<file path="src/source/sprite_pkg.sv">
package sprite_pkg;

    // Display geometry
    localparam int SCREEN_WIDTH = 640;
    localparam int SCREEN_HEIGHT = 400;
    localparam int SCREEN_PIXELS = SCREEN_WIDTH * SCREEN_HEIGHT;
    localparam int ADDRESS_BITS = 18;
    localparam int COORD_BITS = 10;

    // Host command opcodes, one byte each
    typedef enum logic [7:0] {
        OP_SET_POSITION = 8'h01,
        OP_SET_WIDTH    = 8'h02,
        OP_SET_MODE     = 8'h03,
        OP_DRAW         = 8'h04
    } opcode_t;

    // Code 2'b11 is reserved and decodes like MODE_4BPP
    typedef enum logic [1:0] {
        MODE_1BPP = 2'd0,
        MODE_2BPP = 2'd1,
        MODE_4BPP = 2'd2
    } bpp_mode_t;

    typedef enum logic [2:0] {
        IDLE,
        ARGS,
        COUNT,
        DATA
    } decode_state_t;

    typedef struct packed {
        logic [COORD_BITS-1:0] x_origin;
        logic [COORD_BITS-1:0] y_origin;
        logic [COORD_BITS-1:0] width;
        bpp_mode_t             mode;
        logic [3:0]            palette_offset;
    } sprite_setup_t;

    typedef struct packed {
        logic       valid;
        logic       first;
        logic [7:0] data;
    } sprite_byte_t;

    typedef struct packed {
        logic                  valid;
        logic [COORD_BITS-1:0] x;
        logic [COORD_BITS-1:0] y;
        logic [3:0]            index;
    } pixel_item_t;

    typedef struct packed {
        logic                    enable;
        logic [ADDRESS_BITS-1:0] address;
        logic [3:0]              color;
    } pixel_write_t;

    // Setup after reset: origin 0,0, one pixel wide, 4 bpp, no offset
    localparam sprite_setup_t SETUP_RESET = '{
        x_origin:       '0,
        y_origin:       '0,
        width:          10'd1,
        mode:           MODE_4BPP,
        palette_offset: 4'd0
    };

endpackage

</file>
<file path="src/source/command_decoder.sv">
`timescale 1ns/1ps

module command_decoder import sprite_pkg::*; (
    input  logic          clock_in,
    input  logic          arst_n,
    input  logic          cmd_valid,
    input  logic [7:0]    cmd_byte,
    output sprite_setup_t setup,
    output sprite_byte_t  byte_out
);

    decode_state_t state;
    opcode_t       current_op;
    logic [1:0]    args_left;
    logic [23:0]   arg_buffer;
    logic [15:0]   bytes_left;
    logic [15:0]   draw_count;
    logic          first_pending;

    // Byte count of a DRAW, high byte already buffered
    assign draw_count = {arg_buffer[7:0], cmd_byte};

    // Earlier argument bytes, oldest in the upper bits
    always_ff @(posedge clock_in) begin
        if (cmd_valid && (state == ARGS || state == COUNT)) begin
            arg_buffer <= {arg_buffer[15:0], cmd_byte};
        end
    end

    always_ff @(posedge clock_in or negedge arst_n) begin
        if (!arst_n) begin
            state <= IDLE;
            current_op <= OP_SET_POSITION;
            args_left <= '0;
            bytes_left <= '0;
            first_pending <= 1'b0;
            setup <= SETUP_RESET;
            byte_out <= '0;
        end else begin
            byte_out.valid <= 1'b0;

            if (cmd_valid) begin
                case (state)
                    IDLE: begin
                        case (opcode_t'(cmd_byte))
                            OP_SET_POSITION: begin
                                current_op <= OP_SET_POSITION;
                                args_left <= 2'd3;
                                state <= ARGS;
                            end
                            OP_SET_WIDTH: begin
                                current_op <= OP_SET_WIDTH;
                                args_left <= 2'd1;
                                state <= ARGS;
                            end
                            OP_SET_MODE: begin
                                current_op <= OP_SET_MODE;
                                args_left <= 2'd0;
                                state <= ARGS;
                            end
                            OP_DRAW: begin
                                current_op <= OP_DRAW;
                                args_left <= 2'd1;
                                state <= COUNT;
                            end
                            // Anything else is dropped silently
                            default: begin
                                state <= IDLE;
                            end
                        endcase
                    end

                    ARGS: begin
                        if (args_left != 2'd0) begin
                            args_left <= args_left - 2'd1;
                        end else begin
                            state <= IDLE;
                            case (current_op)
                                OP_SET_POSITION: begin
                                    setup.x_origin <= {arg_buffer[17:16], arg_buffer[15:8]};
                                    setup.y_origin <= {arg_buffer[1:0], cmd_byte};
                                end
                                OP_SET_WIDTH: begin
                                    setup.width <= {arg_buffer[1:0], cmd_byte};
                                end
                                OP_SET_MODE: begin
                                    setup.mode <= bpp_mode_t'(cmd_byte[1:0]);
                                    setup.palette_offset <= cmd_byte[7:4];
                                end
                                default: begin
                                    state <= IDLE;
                                end
                            endcase
                        end
                    end

                    COUNT: begin
                        if (args_left != 2'd0) begin
                            args_left <= args_left - 2'd1;
                        end else if (draw_count == 16'd0) begin
                            // Empty draw, nothing to stream
                            state <= IDLE;
                        end else begin
                            bytes_left <= draw_count;
                            first_pending <= 1'b1;
                            state <= DATA;
                        end
                    end

                    DATA: begin
                        byte_out <= '{valid: 1'b1, first: first_pending, data: cmd_byte};
                        first_pending <= 1'b0;
                        bytes_left <= bytes_left - 16'd1;
                        if (bytes_left == 16'd1) begin
                            state <= IDLE;
                        end
                    end

                    default: begin
                        state <= IDLE;
                    end
                endcase
            end
        end
    end

    state_legal_a: assert property (
        @(posedge clock_in) disable iff (!arst_n)
        state inside {IDLE, ARGS, COUNT, DATA}
    );

endmodule

</file>
<file path="src/source/pixel_unpacker.sv">
`timescale 1ns/1ps

module pixel_unpacker import sprite_pkg::*; (
    input  logic          clock_in,
    input  logic          arst_n,
    input  sprite_setup_t setup,
    input  sprite_byte_t  byte_in,
    output pixel_item_t   item
);

    logic [7:0]            shift_reg;
    logic [3:0]            pixels_left;
    logic [3:0]            pixels_per_byte;
    logic [COORD_BITS-1:0] pen_x;
    logic [COORD_BITS-1:0] pen_y;
    logic [COORD_BITS-1:0] row_count;

    logic [7:0]            src_byte;
    logic [7:0]            next_shift;
    logic [3:0]            pixel_index;
    logic                  emit;
    logic                  restart;
    logic                  row_end;
    logic [COORD_BITS-1:0] cur_x;
    logic [COORD_BITS-1:0] cur_y;
    logic [COORD_BITS-1:0] cur_count;

    // First pixel comes straight from the incoming byte
    assign src_byte = byte_in.valid ? byte_in.data : shift_reg;
    assign emit = byte_in.valid || (pixels_left != 4'd0);

    // A new DRAW puts the pen back at the origin
    assign restart = byte_in.valid && byte_in.first;
    assign cur_x = restart ? setup.x_origin : pen_x;
    assign cur_y = restart ? setup.y_origin : pen_y;
    assign cur_count = restart ? '0 : row_count;
    assign row_end = (cur_count + 10'd1) >= setup.width;

    // MSB first, index zero-extended to 4 bits
    always_comb begin
        case (setup.mode)
            MODE_1BPP: begin
                pixels_per_byte = 4'd8;
                pixel_index = {3'b000, src_byte[7]};
                next_shift = {src_byte[6:0], 1'b0};
            end
            MODE_2BPP: begin
                pixels_per_byte = 4'd4;
                pixel_index = {2'b00, src_byte[7:6]};
                next_shift = {src_byte[5:0], 2'b00};
            end
            default: begin
                pixels_per_byte = 4'd2;
                pixel_index = src_byte[7:4];
                next_shift = {src_byte[3:0], 4'b0000};
            end
        endcase
    end

    always_ff @(posedge clock_in) begin
        if (emit) begin
            shift_reg <= next_shift;
        end
    end

    always_ff @(posedge clock_in or negedge arst_n) begin
        if (!arst_n) begin
            pixels_left <= '0;
            pen_x <= '0;
            pen_y <= '0;
            row_count <= '0;
            item <= '0;
        end else begin
            item.valid <= emit;

            if (byte_in.valid) begin
                pixels_left <= pixels_per_byte - 4'd1;
            end else if (pixels_left != 4'd0) begin
                pixels_left <= pixels_left - 4'd1;
            end

            if (emit) begin
                item.x <= cur_x;
                item.y <= cur_y;
                item.index <= pixel_index;

                // Wrap to next row once width pixels are out
                if (row_end) begin
                    pen_x <= setup.x_origin;
                    pen_y <= cur_y + 10'd1;
                    row_count <= '0;
                end else begin
                    pen_x <= cur_x + 10'd1;
                    pen_y <= cur_y;
                    row_count <= cur_count + 10'd1;
                end
            end
        end
    end

    // Host must leave room for the previous byte to drain
    no_overrun_a: assert property (
        @(posedge clock_in) disable iff (!arst_n)
        byte_in.valid |-> (pixels_left == 4'd0)
    );

    width_nonzero_a: assert property (
        @(posedge clock_in) disable iff (!arst_n)
        byte_in.valid |-> (setup.width != '0)
    );

endmodule

</file>
<file path="src/source/pixel_writer.sv">
`timescale 1ns/1ps

module pixel_writer import sprite_pkg::*; (
    input  logic         clock_in,
    input  logic         arst_n,
    input  logic [3:0]   palette_offset,
    input  pixel_item_t  item,
    output pixel_write_t pixel_write
);

    logic                    on_screen;
    logic [ADDRESS_BITS-1:0] row_base;
    logic [ADDRESS_BITS-1:0] address_next;
    logic [3:0]              color_next;

    logic                    write_enable;
    logic [ADDRESS_BITS-1:0] write_address;
    logic [3:0]              write_color;

    // Clip anything off the right or bottom edge
    assign on_screen = (item.x < SCREEN_WIDTH) && (item.y < SCREEN_HEIGHT);

    assign row_base = ADDRESS_BITS'(item.y) * ADDRESS_BITS'(SCREEN_WIDTH);
    assign address_next = row_base + ADDRESS_BITS'(item.x);

    // Wraps modulo 16
    assign color_next = item.index + palette_offset;

    always_ff @(posedge clock_in or negedge arst_n) begin
        if (!arst_n) begin
            write_enable <= 1'b0;
        end else begin
            write_enable <= item.valid && on_screen;
        end
    end

    always_ff @(posedge clock_in) begin
        if (item.valid) begin
            write_address <= address_next;
            write_color <= color_next;
        end
    end

    assign pixel_write = '{
        enable:  write_enable,
        address: write_address,
        color:   write_color
    };

    address_in_frame_a: assert property (
        @(posedge clock_in) disable iff (!arst_n)
        pixel_write.enable |-> (pixel_write.address < SCREEN_PIXELS)
    );

endmodule

</file>
<file path="src/source/sprite_renderer_top.sv">
`timescale 1ns/1ps

module sprite_renderer_top import sprite_pkg::*; (
    input  logic         clock_in,
    input  logic         arst_n,
    input  logic         cmd_valid,
    input  logic [7:0]   cmd_byte,
    output pixel_write_t pixel_write
);

    sprite_setup_t setup;
    sprite_byte_t  data_byte;
    pixel_item_t   item;

    // Command parsing and sprite setup
    command_decoder decoder_i (
        .clock_in (clock_in),
        .arst_n   (arst_n),
        .cmd_valid(cmd_valid),
        .cmd_byte (cmd_byte),
        .setup    (setup),
        .byte_out (data_byte)
    );

    // One pixel per clock with pen movement
    pixel_unpacker unpacker_i (
        .clock_in(clock_in),
        .arst_n  (arst_n),
        .setup   (setup),
        .byte_in (data_byte),
        .item    (item)
    );

    // Palette, clipping and framebuffer address
    pixel_writer writer_i (
        .clock_in      (clock_in),
        .arst_n        (arst_n),
        .palette_offset(setup.palette_offset),
        .item          (item),
        .pixel_write   (pixel_write)
    );

endmodule

</file>
<file path="config.mk">
export PLATFORM = sky130hd
export DESIGN_NAME = sprite_renderer_top
export DESIGN_NICKNAME = d
export VERILOG_FILES = /design/src/source/sprite_pkg.sv /design/src/source/command_decoder.sv /design/src/source/pixel_unpacker.sv /design/src/source/pixel_writer.sv /design/src/source/sprite_renderer_top.sv
export SDC_FILE = /design/constraint.sdc
export NUM_CORES = 1
export LEC_CHECK = 0
export ABC_AREA = 1
export BUFFER_PORTS_ARGS = -buffer_cell sky130_fd_sc_hd__buf_2
export CAP_MARGIN = 20
export CORE_UTILIZATION = 62
export DETAILED_ROUTE_END_ITERATION = 8
export PLACE_DENSITY = 0.81
export SETUP_SLACK_MARGIN = 0.15
export SYNTH_ARGS = -nofsm -noshare
export SYNTH_HDL_FRONTEND = slang
export SYNTH_SLANG_ARGS = --single-unit
</file>
<file path="constraint.sdc">
create_clock -name clock_in -period 3.99 [get_ports clock_in]
set_clock_uncertainty 0.1 [all_clocks]
set_input_delay 0.798 -clock clock_in [delete_from_list [all_inputs] [get_ports clock_in]]
set_output_delay 0.798 -clock clock_in [all_outputs]
set_load 0.02 [all_outputs]
</file>
==> run_results.csv, run 1 <==
group,metric,value,unit
clock_network,worstSkewPairLatency,430,ps
timing,fin_setup_tns,0,ps
timing,period_needed,3430,ps
final_layout,reg_top3,"decoder_i.setup x36, unpacker_i.item x25",
floorplan,rows,44,
global_routing,grt_pass1_vias,7120,
clock_network,clockRootBuffer,"clkbuf_16",
setup_path,cp_max_fo,21,
synthesis,yosysWarnings,0,
pwr,peakVddDrop,0.464,mV
synthesis,synth_area_leader_cell,"dfrtp_1",
timing,timing.slew.headroom,38.0,%
timing,rsz0062_at_grt,"false",
synthesis,seq_area_frac_synth,49.9,%
timing,hold_viol_final,0,
synthesis,synth_edf_count,47,
floorplan,ioPinCount,34,
synthesis,async_flop_share,73.4,%
drt,routed_wl,19.7,mm
hold_path,hold_path.class,"input port to asynchronous set/reset pin",
drt,drtIter0Drc,689,
synthesis,synth_top_cell_area_share,34.0,%
timing,timing.fmax,291,MHz
synthesis,ys_types,48,
drt,ant_nets,0,
synthesis,synth_area,9350,um^2
run,drv_cap,0,
outcome,violations,"design-rule violations",
pwr,clkPwrFrac,22.7,%
pwr,p_per_area,708,nW/um^2
synthesis,syn_inst,1113,
final_layout,largest_register,"decoder_i.setup",
timing,setup_ws,558,ps
global_routing,grt_overflow,0,
outcome,status,"complete, but fails checks",
global_routing,met2_usage,44.9,%
place,dpl.hpwl,13.4,mm
synthesis,ys_ff_latch,177,
global_routing,top_usage_layer,"met2",
final_layout,diodes,0,
floorplan,die_area,15600,um^2
pwr,finalPower,7.30,mW
setup_path,end_kind,"register",
final_layout,layout.cells.non_filler,1340,
pwr,p_int,4.43,mW
timing,hold-worst-slack,273,ps
clock_network,cts_tree,"done",
clock_network,hold_buffers,0,
pwr,switchingPower,2.87,mW
drt,drc_errors,11,
clock_network,ctsLongestPathBuffers,2,
timing,setup_viol,0,
global_routing,antenna_found_initial,0,
clock_network,cts_inserted_buffers,17,
floorplan,initial_core_util,63.8,%
final_layout,largest_reg_flops,36,
final_layout,drive_gt1_share,9.95,%
clock_network,htreeDepth,4,
floorplan,die_height,125,um
global_routing,grt_max_degree,86,
synthesis,synth_nets,1169,
place,port_buffers,33,
global_routing,grt_util_met1,35.6,%
setup_path,arrival,3650,ps
pwr,swShare,39.3,%
timing,slew_viol_final,0,
synthesis,synth_ff_type,"dfrtp_1",
floorplan,die_w,125,um
setup_path,setup.worst_path.start_class,"register",
place,gp_congestion,0.878,
drt,drt_pass1_iterations,8,
final_layout,final_nets,1199,
place,place_ws,464,ps
pwr,leakage,5.07,nW
setup_path,crit_type,"register to register",
synthesis,synth_area_leaders,"dfrtp_1 34%, edfxtp_1 15%, nand2_1 13%, ha_1 5.6%, o21ai_0 5.1%",
clock_network,cts_sinks,177,
place,place_inst,1303,
drt,vias,7459,
drt,vias_per_cell,5.57,
timing,post-route-period-util,86.0,%
synthesis,avgSynthCellArea,8.40,um^2
drt,wl_per_cell,14.7,um
global_routing,grt_pass1_wl,33.6,mm
floorplan,core,14600,um^2
clock_network,clk_pin_slew,70,ps
global_routing,met3_usage,4.34,%
final_layout,syn2layout_area_growth,10.2,%
global_routing,track_usage,27.3,%
pwr,comb_power_share,36.9,%
pwr,p_seq_share,40.4,%
setup_path,required,4210,ps
timing,worst_pin_slew,930,ps
[logic make-up after synthesis]
kind of cell / count (synthesis) / share of synthesized area [%]
simple gates: 530 / 23.6
flops: 177 / 49.9
compound gates: 172 / 10.2
buf+inv: 157 / 6.84
fa+ha+maj: 45 / 6.26
xor+xnor: 24 / 2.25
mux: 8 / 0.937
[cell usage in the layout (no fill, tap or decap), types with 4 or more instances in the layout]
cell type     n
inv_2         4
o21bai_1      4
o21ai_1       9
edfxtp_1     47
clkbuf_16    18
a31oi_1       5
buf_2        32
o21ai_0      96
ha_1         42
nand2_1     334
clkinv_4      6
or2_2         4
xnor2_1       7
inv_1       116
nor3_1        6
clkinvlp_4    4
nand3b_1      6
mux2_2        6
dfrtp_1     127
nor2_2        6
xor2_1       17
nand3_1      71
nand4_1      12
o22ai_1       5
nand2_2       4
a21oi_1      35
buf_4        11
nor2_1       80
[cell usage after synthesis, drive strengths merged (3+ instances only)]
cell type,instances
a21oi,35
a31oi,5
buf,14
clkbuf,22
dfrtp,127
dfstp,3
edfxtp,47
fa,3
ha,42
inv,121
mux2,6
nand2,339
nand3,72
nand3b,6
nand4,13
nor2,87
nor3,7
o211ai,3
o21ai,109
o21bai,4
o22ai,5
or2,5
xnor2,7
xor2,17
[timing repair]
action                                  in CTS  in global routing
resized for setup                            0                  3
endpoints found under the setup margin       0                 12
buffers inserted                             0                  3
[layout make-up]
class	instances	area, um^2
clock buffers	20	468
clock inverters	12	124
fillers	1106	4340
inverters	121	458
multi-input cells	779	4050
flip-flops and latches	177	4670
well taps	184	230
repair buffers	46	302
repair inverters	1	7.51
[final timing paths]
check | depth (start not counted) | to | start | slack, ps
setup / recovery | 18 | unpacker_i.pen_x[1] | decoder_i.byte_out[8] | 560
max in group asynchronous | 2 | decoder_i.current_op[0] | arst_n | 2620
hold reg to reg | 0 | decoder_i.arg_buffer[9] | decoder_i.arg_buffer[1] | 360
hold / removal | 1 | writer_i.write_enable | arst_n | 270
setup reg to reg | 18 | unpacker_i.pen_x[1] | decoder_i.byte_out[8] | 560
min in group clock_in | 0 | decoder_i.arg_buffer[9] | decoder_i.arg_buffer[1] | 360
[worst max-delay path, stage by stage, from the launching register on]
cell	delay, ps
dfrtp_1	510
nand2_4	170
nand2_1	90
inv_1	150
ha_1	220
nand4_2	130
nor2_1	140
nand4_1	150
o21bai_1	160
nand2_1	90
ha_1	270
nand2_1	70
nor2_1	140
nand3_1	90
nand3_1	170
buf_6	240
clkinvlp_4	190
a21oi_1	160
a21oi_1	80
[metal layers]
metal  up-vias  wire length, um
met5         -                0
met4         0              501
met3        42              937
met2       237             9410
met1      3479             8860
li1       3701                -
[through the flow]
stage                     utilization (%)  cell area (um^2)
after floorplan                         -              9350
after global placement               65.9              9650
after detailed placement             65.9              9650
after CTS                            69.9             10200
after global routing                 70.4             10300
final                                70.4             10300
[power groups by stage]
stage | sequential (mW) | combinational (mW) | clock (mW)
after floorplan | 3.00 | 1.96 | 0
after global placement | 2.95 | 2.55 | 0
after detailed placement | 2.97 | 2.65 | 0
after CTS | 2.94 | 2.69 | 1.68
after global routing | 3.02 | 3.09 | 1.75
final | 2.94 | 2.69 | 1.66
Power figures use the tool's default switching activity.
==> run 2, diff against run 1 <==
--- a/config.mk
+++ b/config.mk
@@ -7,11 +7,12 @@
 export LEC_CHECK = 0
 export ABC_AREA = 1
 export BUFFER_PORTS_ARGS = -buffer_cell sky130_fd_sc_hd__buf_2
-export CAP_MARGIN = 20
-export CORE_UTILIZATION = 62
+export CAP_MARGIN = 15
+export CORE_UTILIZATION = 66
 export DETAILED_ROUTE_END_ITERATION = 8
-export PLACE_DENSITY = 0.81
+export PLACE_DENSITY = 0.85
 export SETUP_SLACK_MARGIN = 0.15
 export SYNTH_ARGS = -nofsm -noshare
 export SYNTH_HDL_FRONTEND = slang
+export SYNTH_HIERARCHICAL = 1
 export SYNTH_SLANG_ARGS = --single-unit
==> constraint.sdc (replaced) <==
create_clock -name clock_in -period 4 [get_ports clock_in]
set_clock_uncertainty 0.1 [all_clocks]
set_input_delay 0.8 -clock clock_in [delete_from_list [all_inputs] [get_ports clock_in]]
set_output_delay 0.8 -clock clock_in [all_outputs]
set_load 0.02 [all_outputs]
==> run_results.csv, run 2 <==
group,metric,value,unit
synthesis,seq_area_frac_synth,47.4,%
setup_path,required,4240,ps
final_layout,finish.utilization,73.9,%
hold_path,worstHoldPathCells,0,
global_routing,grt_overflow,0,
pwr,switchingPower,3.42,mW
setup_path,r2r_end,"unpacker_i/pen_x[3]",
setup_path,cpMaxStageDelayCell,"dfrtp_1",
synthesis,synth_area_leader_cell,"dfrtp_1",
floorplan,core,14500,um^2
timing,post-route-period-util,88.8,%
drt,vias_per_cell,5.62,
pwr,clkPwrFrac,20.6,%
setup_path,cpPeakStageDelay,500,ps
clock_network,worstSkewPairLatency,440,ps
drt,drt_pass1_iterations,5,
timing,period_needed,3550,ps
clock_network,cts_tree,"done",
drt,drtIter0Drc,642,
setup_path,worstRegToRegCells,17,
global_routing,track_usage,29.1,%
timing,hold_viol_final,0,
synthesis,yosysWarnings,6,
synthesis,syn_inst,1196,
synthesis,synth_area,9860,um^2
timing,rsz0062_at_grt,"false",
floorplan,die_area,15400,um^2
final_layout,reg_top3,"decoder_i/setup x36, unpacker_i/item x25",
global_routing,grt_pass1_wl,36.2,mm
global_routing,grt_max_degree,69,
place,postPlaceCellArea,10100,um^2
synthesis,synth_ff_type,"dfrtp_1",
final_layout,final_nets,1277,
pwr,p_int,4.82,mW
setup_path,r2r_setup_slack,450,ps
setup_path,arrival,3790,ps
synthesis,async_flop_share,73.4,%
drt,ant_nets,0,
setup_path,cpMostUsedCell,"nand2_1",
clock_network,hold_buffers,0,
setup_path,setup.worst_path.start_class,"register",
synthesis,synth_most_common_cell,"nand2_1",
pwr,peakVddDrop,0.400,mV
drt,drc_errors,0,
pwr,swShare,41.5,%
final_layout,syn2layout_area_growth,9.00,%
timing,setup_viol,0,
synthesis,synth_nets,1252,
final_layout,mostFrequentLayoutCells,"361 x nand2_1, 139 x inv_1, 127 x dfrtp_1",
hold_path,worstHoldEndpoint,"writer_i/write_address[3]",
hold_path,holdCritStartpoint,"unpacker_i/item[17]",
run,drv_cap,0,
setup_path,cp_max_fo,24,
setup_path,path_cells,"nand2_8, inv_2, nor2_1, nand3_1, o21ai_0, inv_1, ha_1, nand2_1, inv_1, nand2_1, nand2_1, nand2_1, nand3_2, clkinvlp_4, buf_4, nand3_1, a21oi_1",
drt,routed_wl,21.2,mm
synthesis,ys_types,52,
final_layout,nFillCells,1044,
place,port_buffers,33,
global_routing,antenna_found_initial,0,
timing,timing.slew.headroom,37.3,%
floorplan,initial_core_util,67.8,%
global_routing,grt_pass1_vias,7741,
clock_network,ctsLongestPathBuffers,2,
floorplan,rows,44,
setup_path,crit_type,"register to register",
timing,worst_pin_slew,940,ps
place,gp_congestion,0.889,
final_layout,layout_commonest_cell,"nand2_1",
timing,timing.fmax,282,MHz
timing,fin_setup_tns,0,ps
synthesis,avgSynthCellArea,8.24,um^2
pwr,p_seq_share,35.7,%
final_layout,largest_register,"decoder_i/setup",
clock_network,cts_inserted_buffers,17,
synthesis,synth_area_leaders,"dfrtp_1 32%, edfxtp_1 14%, nand2_1 14%, ha_1 5.3%, inv_1 5.3%",
final_layout,drive_gt1_share,12.9,%
final_layout,diodes,0,
setup_path,end_kind,"register",
drt,wl_per_cell,15.0,um
clock_network,clockRootBuffer,"clkbuf_16",
floorplan,ioPinCount,34,
pwr,leakage,5.29,nW
outcome,status,"finished, final reports clean",
floorplan,die_w,124,um
hold_path,hold_path.class,"register to register",
floorplan,die_height,124,um
setup_path,regToRegStartpoint,"decoder_i/byte_out[8]",
clock_network,htreeDepth,4,
synthesis,synth_top_cell_area_share,32.2,%
drt,vias,7973,
synthesis,synth_common_cells,"361 x nand2_1, 140 x inv_1, 127 x dfrtp_1",
synthesis,ys_ff_latch,177,
pwr,p_per_area,767,nW/um^2
place,dpl.hpwl,14.6,mm
clock_network,clk_pin_slew,70,ps
pwr,comb_power_share,43.7,%
synthesis,synth_edf_count,47,
final_layout,stdcell_area,10700,um^2
clock_network,cts_sinks,177,
final_layout,largest_reg_flops,36,
timing,slew_viol_final,0,
[run 2: final cells by class]
class | instances | area [um^2] | share of cell area [%]
Inverter | 153 | 578 | 5.38
Timing Repair Buffer | 41 | 253 | 2.35
Clock buffer | 26 | 554 | 5.16
Multi-Input combinational cell | 831 | 4400 | 40.9
Sequential cell | 177 | 4670 | 43.4
Tap cell | 184 | 230 | 2.14
Clock inverter | 6 | 63.8 | 0.594
[run 2: logic make-up after synthesis]
| logic type | after synthesis | synth area share [%] |
|---|---|---|
| xor+xnor | 15 | 1.33 |
| simple gates | 602 | 27.2 |
| fa+ha+maj | 45 | 5.94 |
| mux | 3 | 0.317 |
| compound gates | 166 | 9.70 |
| buf+inv | 188 | 8.20 |
| flops | 177 | 47.4 |
[run 2: power groups by stage]
stage	registers (mW)	logic (mW)	clock network, mW
6_report	2.94	3.60	1.70
5_1_grt	3.01	4.06	1.79
4_1_cts	2.94	3.58	1.72
3_5_place_dp	2.96	3.51	0
3_3_place_gp	2.94	3.36	0
2_1_floorplan	2.97	2.73	0
[run 2: repair_timing]
action	CTS	global route
gates resized for setup	2	2
setup endpoints to repair	1	16
buffers inserted	0	1
[run 2: how the worst max path moves through the flow]
stage,slack (ps),endpoint,startpoint
floorplan,1130,unpacker_i/pen_y[5],decoder_i/byte_out[9]
global placement,380,unpacker_i/pen_x[2],decoder_i/byte_out[8]
detailed placement,200,unpacker_i/pen_x[3],decoder_i/byte_out[8]
CTS,380,unpacker_i/pen_x[2],decoder_i/byte_out[8]
global route,190,unpacker_i/pen_y[7],decoder_i/byte_out[8]
finish,450,unpacker_i/pen_x[3],decoder_i/byte_out[8]
[run 2: per-stage QoR]
stage	hold WS (ps)	setup slack (ps)	power, mW	std cells
finish	348	449	8.24	1418
global route	368	194	8.85	1418
CTS	349	381	8.23	1417
detailed placement	334	196	6.48	1385
global placement	331	378	6.30	1385
floorplan	325	1130	5.70	1196
[run 2: critical path, delay by kind of cell (launching register included)]
| family | cells | cell delay [ps] |
|---|---|---|
| and+or+nand+nor | 9 | 1360 |
| adders and majority gates | 1 | 310 |
| buffers and inverters | 5 | 650 |
| AOI/OAI and AO/OA | 2 | 540 |
| DFF | 1 | 500 |
[run 2: metal layers]
layer,vias up,global-route usage (%),wire [um]
met2,297,48.7,10500
met5,-,0,0
met3,39,5.52,1310
met1,3747,37.5,8970
met4,0,11.1,408
li1,3890,-,-
==> run 3, diff against run 2 <==
--- a/config.mk
+++ b/config.mk
@@ -8,9 +8,9 @@
 export ABC_AREA = 1
 export BUFFER_PORTS_ARGS = -buffer_cell sky130_fd_sc_hd__buf_2
 export CAP_MARGIN = 15
-export CORE_UTILIZATION = 66
+export CORE_UTILIZATION = 55
 export DETAILED_ROUTE_END_ITERATION = 8
-export PLACE_DENSITY = 0.85
+export PLACE_DENSITY = 0.73
 export SETUP_SLACK_MARGIN = 0.15
 export SYNTH_ARGS = -nofsm -noshare
 export SYNTH_HDL_FRONTEND = slang
==> run_results.csv, run 3 (same netlist as run 2, synthesis figures left out) <==
group,metric,value,unit
clock_network,ctsResizeCount,0,
setup_path,regToRegStartpoint,"decoder_i/byte_out[8]",
setup_path,worstRegToRegCells,16,
global_routing,grt_pass1_vias,7247,
timing,timing.slew.headroom,32.9,%
setup_path,required,4240,ps
drt,drc_errors,0,
global_routing,antenna_found_initial,0,
clock_network,worstSkewPairLatency,440,ps
drt,ant_nets,0,
setup_path,cpMostUsedCell,"nand2_1",
setup_path,arrival,3470,ps
run,drv_cap,0,
setup_path,r2r_end,"unpacker_i/pen_y[1]",
timing,setup_ws,770,ps
clock_network,htreeDepth,4,
setup_path,end_kind,"register",
clock_network,clockRootBuffer,"clkbuf_16",
place,gp_congestion,0.851,
timing,hold_viol_final,0,
timing,rsz0062_at_grt,"false",
setup_path,cpMaxStageDelayCell,"dfrtp_1",
floorplan,core,17400,um^2
pwr,peakVddDrop,0.556,mV
setup_path,setup.worst_path.start_class,"register",
final_layout,largest_reg_flops,36,
timing,timing.fmax,310,MHz
floorplan,die_w,136,um
drt,drtIter0Drc,524,
place,port_buffers,33,
clock_network,cts_tree,"done",
setup_path,startpoint,"decoder_i/byte_out[8]",
drt,vias,7740,
setup_path,crit_type,"register to register",
setup_path,r2r_setup_slack,770,ps
pwr,finalPower,8.06,mW
place,place_ws,790,ps
setup_path,path_cells,"nand2_4, inv_2, nor2_1, nand3_1, o21ai_0, inv_1, ha_1, nand2_1, inv_1, nand2_1, nand2_1, nand2_1, nand3_1, inv_1, nand2_1, a22oi_1",
setup_path,endpoint,"unpacker_i/pen_y[1]",
clock_network,cts_inserted_buffers,17,
setup_path,cp_max_fo,13,
clock_network,ctsLongestPathBuffers,2,
final_layout,layout_commonest_cell,"nand2_1",
global_routing,grt_pass1_wl,35.3,mm
floorplan,die_area,18500,um^2
timing,worst_pin_slew,1010,ps
drt,routed_wl,21.0,mm
drt,drt_pass1_iterations,5,
floorplan,initial_core_util,56.6,%
timing,period_needed,3230,ps
hold_path,hold_path.class,"register to register",
final_layout,largest_register,"decoder_i/setup",
timing,setup_viol,0,
timing,slew_viol_final,0,
place,dpl.hpwl,14.4,mm
final_layout,reg_top3,"decoder_i/setup x36, unpacker_i/item x25",
clock_network,clk_pin_slew,60,ps
timing,fin_setup_tns,0,ps
floorplan,die_height,136,um
drt,wl_per_cell,14.4,um
final_layout,mostFrequentLayoutCells,"361 x nand2_1, 140 x inv_1, 127 x dfrtp_1",
final_layout,syn2layout_area_growth,8.58,%
clock_network,hold_buffers,0,
pwr,leakage,5.29,nW
setup_path,cpPeakStageDelay,470,ps
pwr,p_per_area,753,nW/um^2
timing,post-route-period-util,80.7,%
final_layout,diodes,0,
global_routing,grt_overflow,0,
global_routing,grt_max_degree,109,
clock_network,cts_sinks,177,
global_routing,track_usage,24.5,%
final_layout,drive_gt1_share,12.4,%
floorplan,rows,48,
drt,vias_per_cell,5.31,
outcome,status,"finished, final reports clean",
final_layout,final_nets,1277,
clock_network,cts_setup_buffers,0,
floorplan,ioPinCount,34,
## run 3: metrics by stage
step           utilization, %  hold WS (ps)  instances  area, um^2
6_report                 61.5           349       1459       10700
4_1_cts                  61.5           351       1459       10700
3_5_place_dp             58.2           334       1427       10100
2_1_floorplan               -           325       1196        9860
3_3_place_gp             58.2           331       1427       10100
5_1_grt                  61.5           359       1459       10700
## run 3: layout make-up
type	instances	area, um^2
Fill cell	1503	6710
Sequential cell	177	4670
Multi-Input combinational cell	831	4380
Inverter	153	574
Clock buffer	27	515
Tap cell	225	282
Timing Repair Buffer	41	231
Clock inverter	5	51.3
## run 3: worst min-delay path by stage
stage	startpoint	end	depth (start not counted)
floorplan	unpacker_i/item[14]	writer_i/write_address[0]	0
global placement	unpacker_i/item[17]	writer_i/write_address[3]	0
detailed placement	unpacker_i/item[19]	writer_i/write_address[5]	0
CTS	unpacker_i/item[17]	writer_i/write_address[3]	0
global route	decoder_i/arg_buffer[9]	decoder_i/arg_buffer[17]	0
finish	unpacker_i/item[17]	writer_i/write_address[3]	0
## run 3: metal layers
metal,GRT usage (%),up-vias,wire length (um)
met2,38.8,226,10000
met1,34.2,3601,9780
li1,-,3888,-
met3,4.18,25,978
met4,7.78,0,274
met5,0,-,0
## run 3: worst max-delay path: cells and delay by family, from the launching register on
family                   cells  cell delay, ps
buffers and inverters        4             670
flip-flops                   1             470
adder cells (fa/ha/maj)      1             300
AND/OR/NAND/NOR              9            1050
AO/OA/AOI/OAI                2             540
## run 3: report_power, final
group          total (mW)  internal, mW  switching (mW)
logic                3.51          1.23            2.28
clock network        1.62         0.947           0.670
registers            2.93          2.54           0.389
total                8.06          4.72            3.34
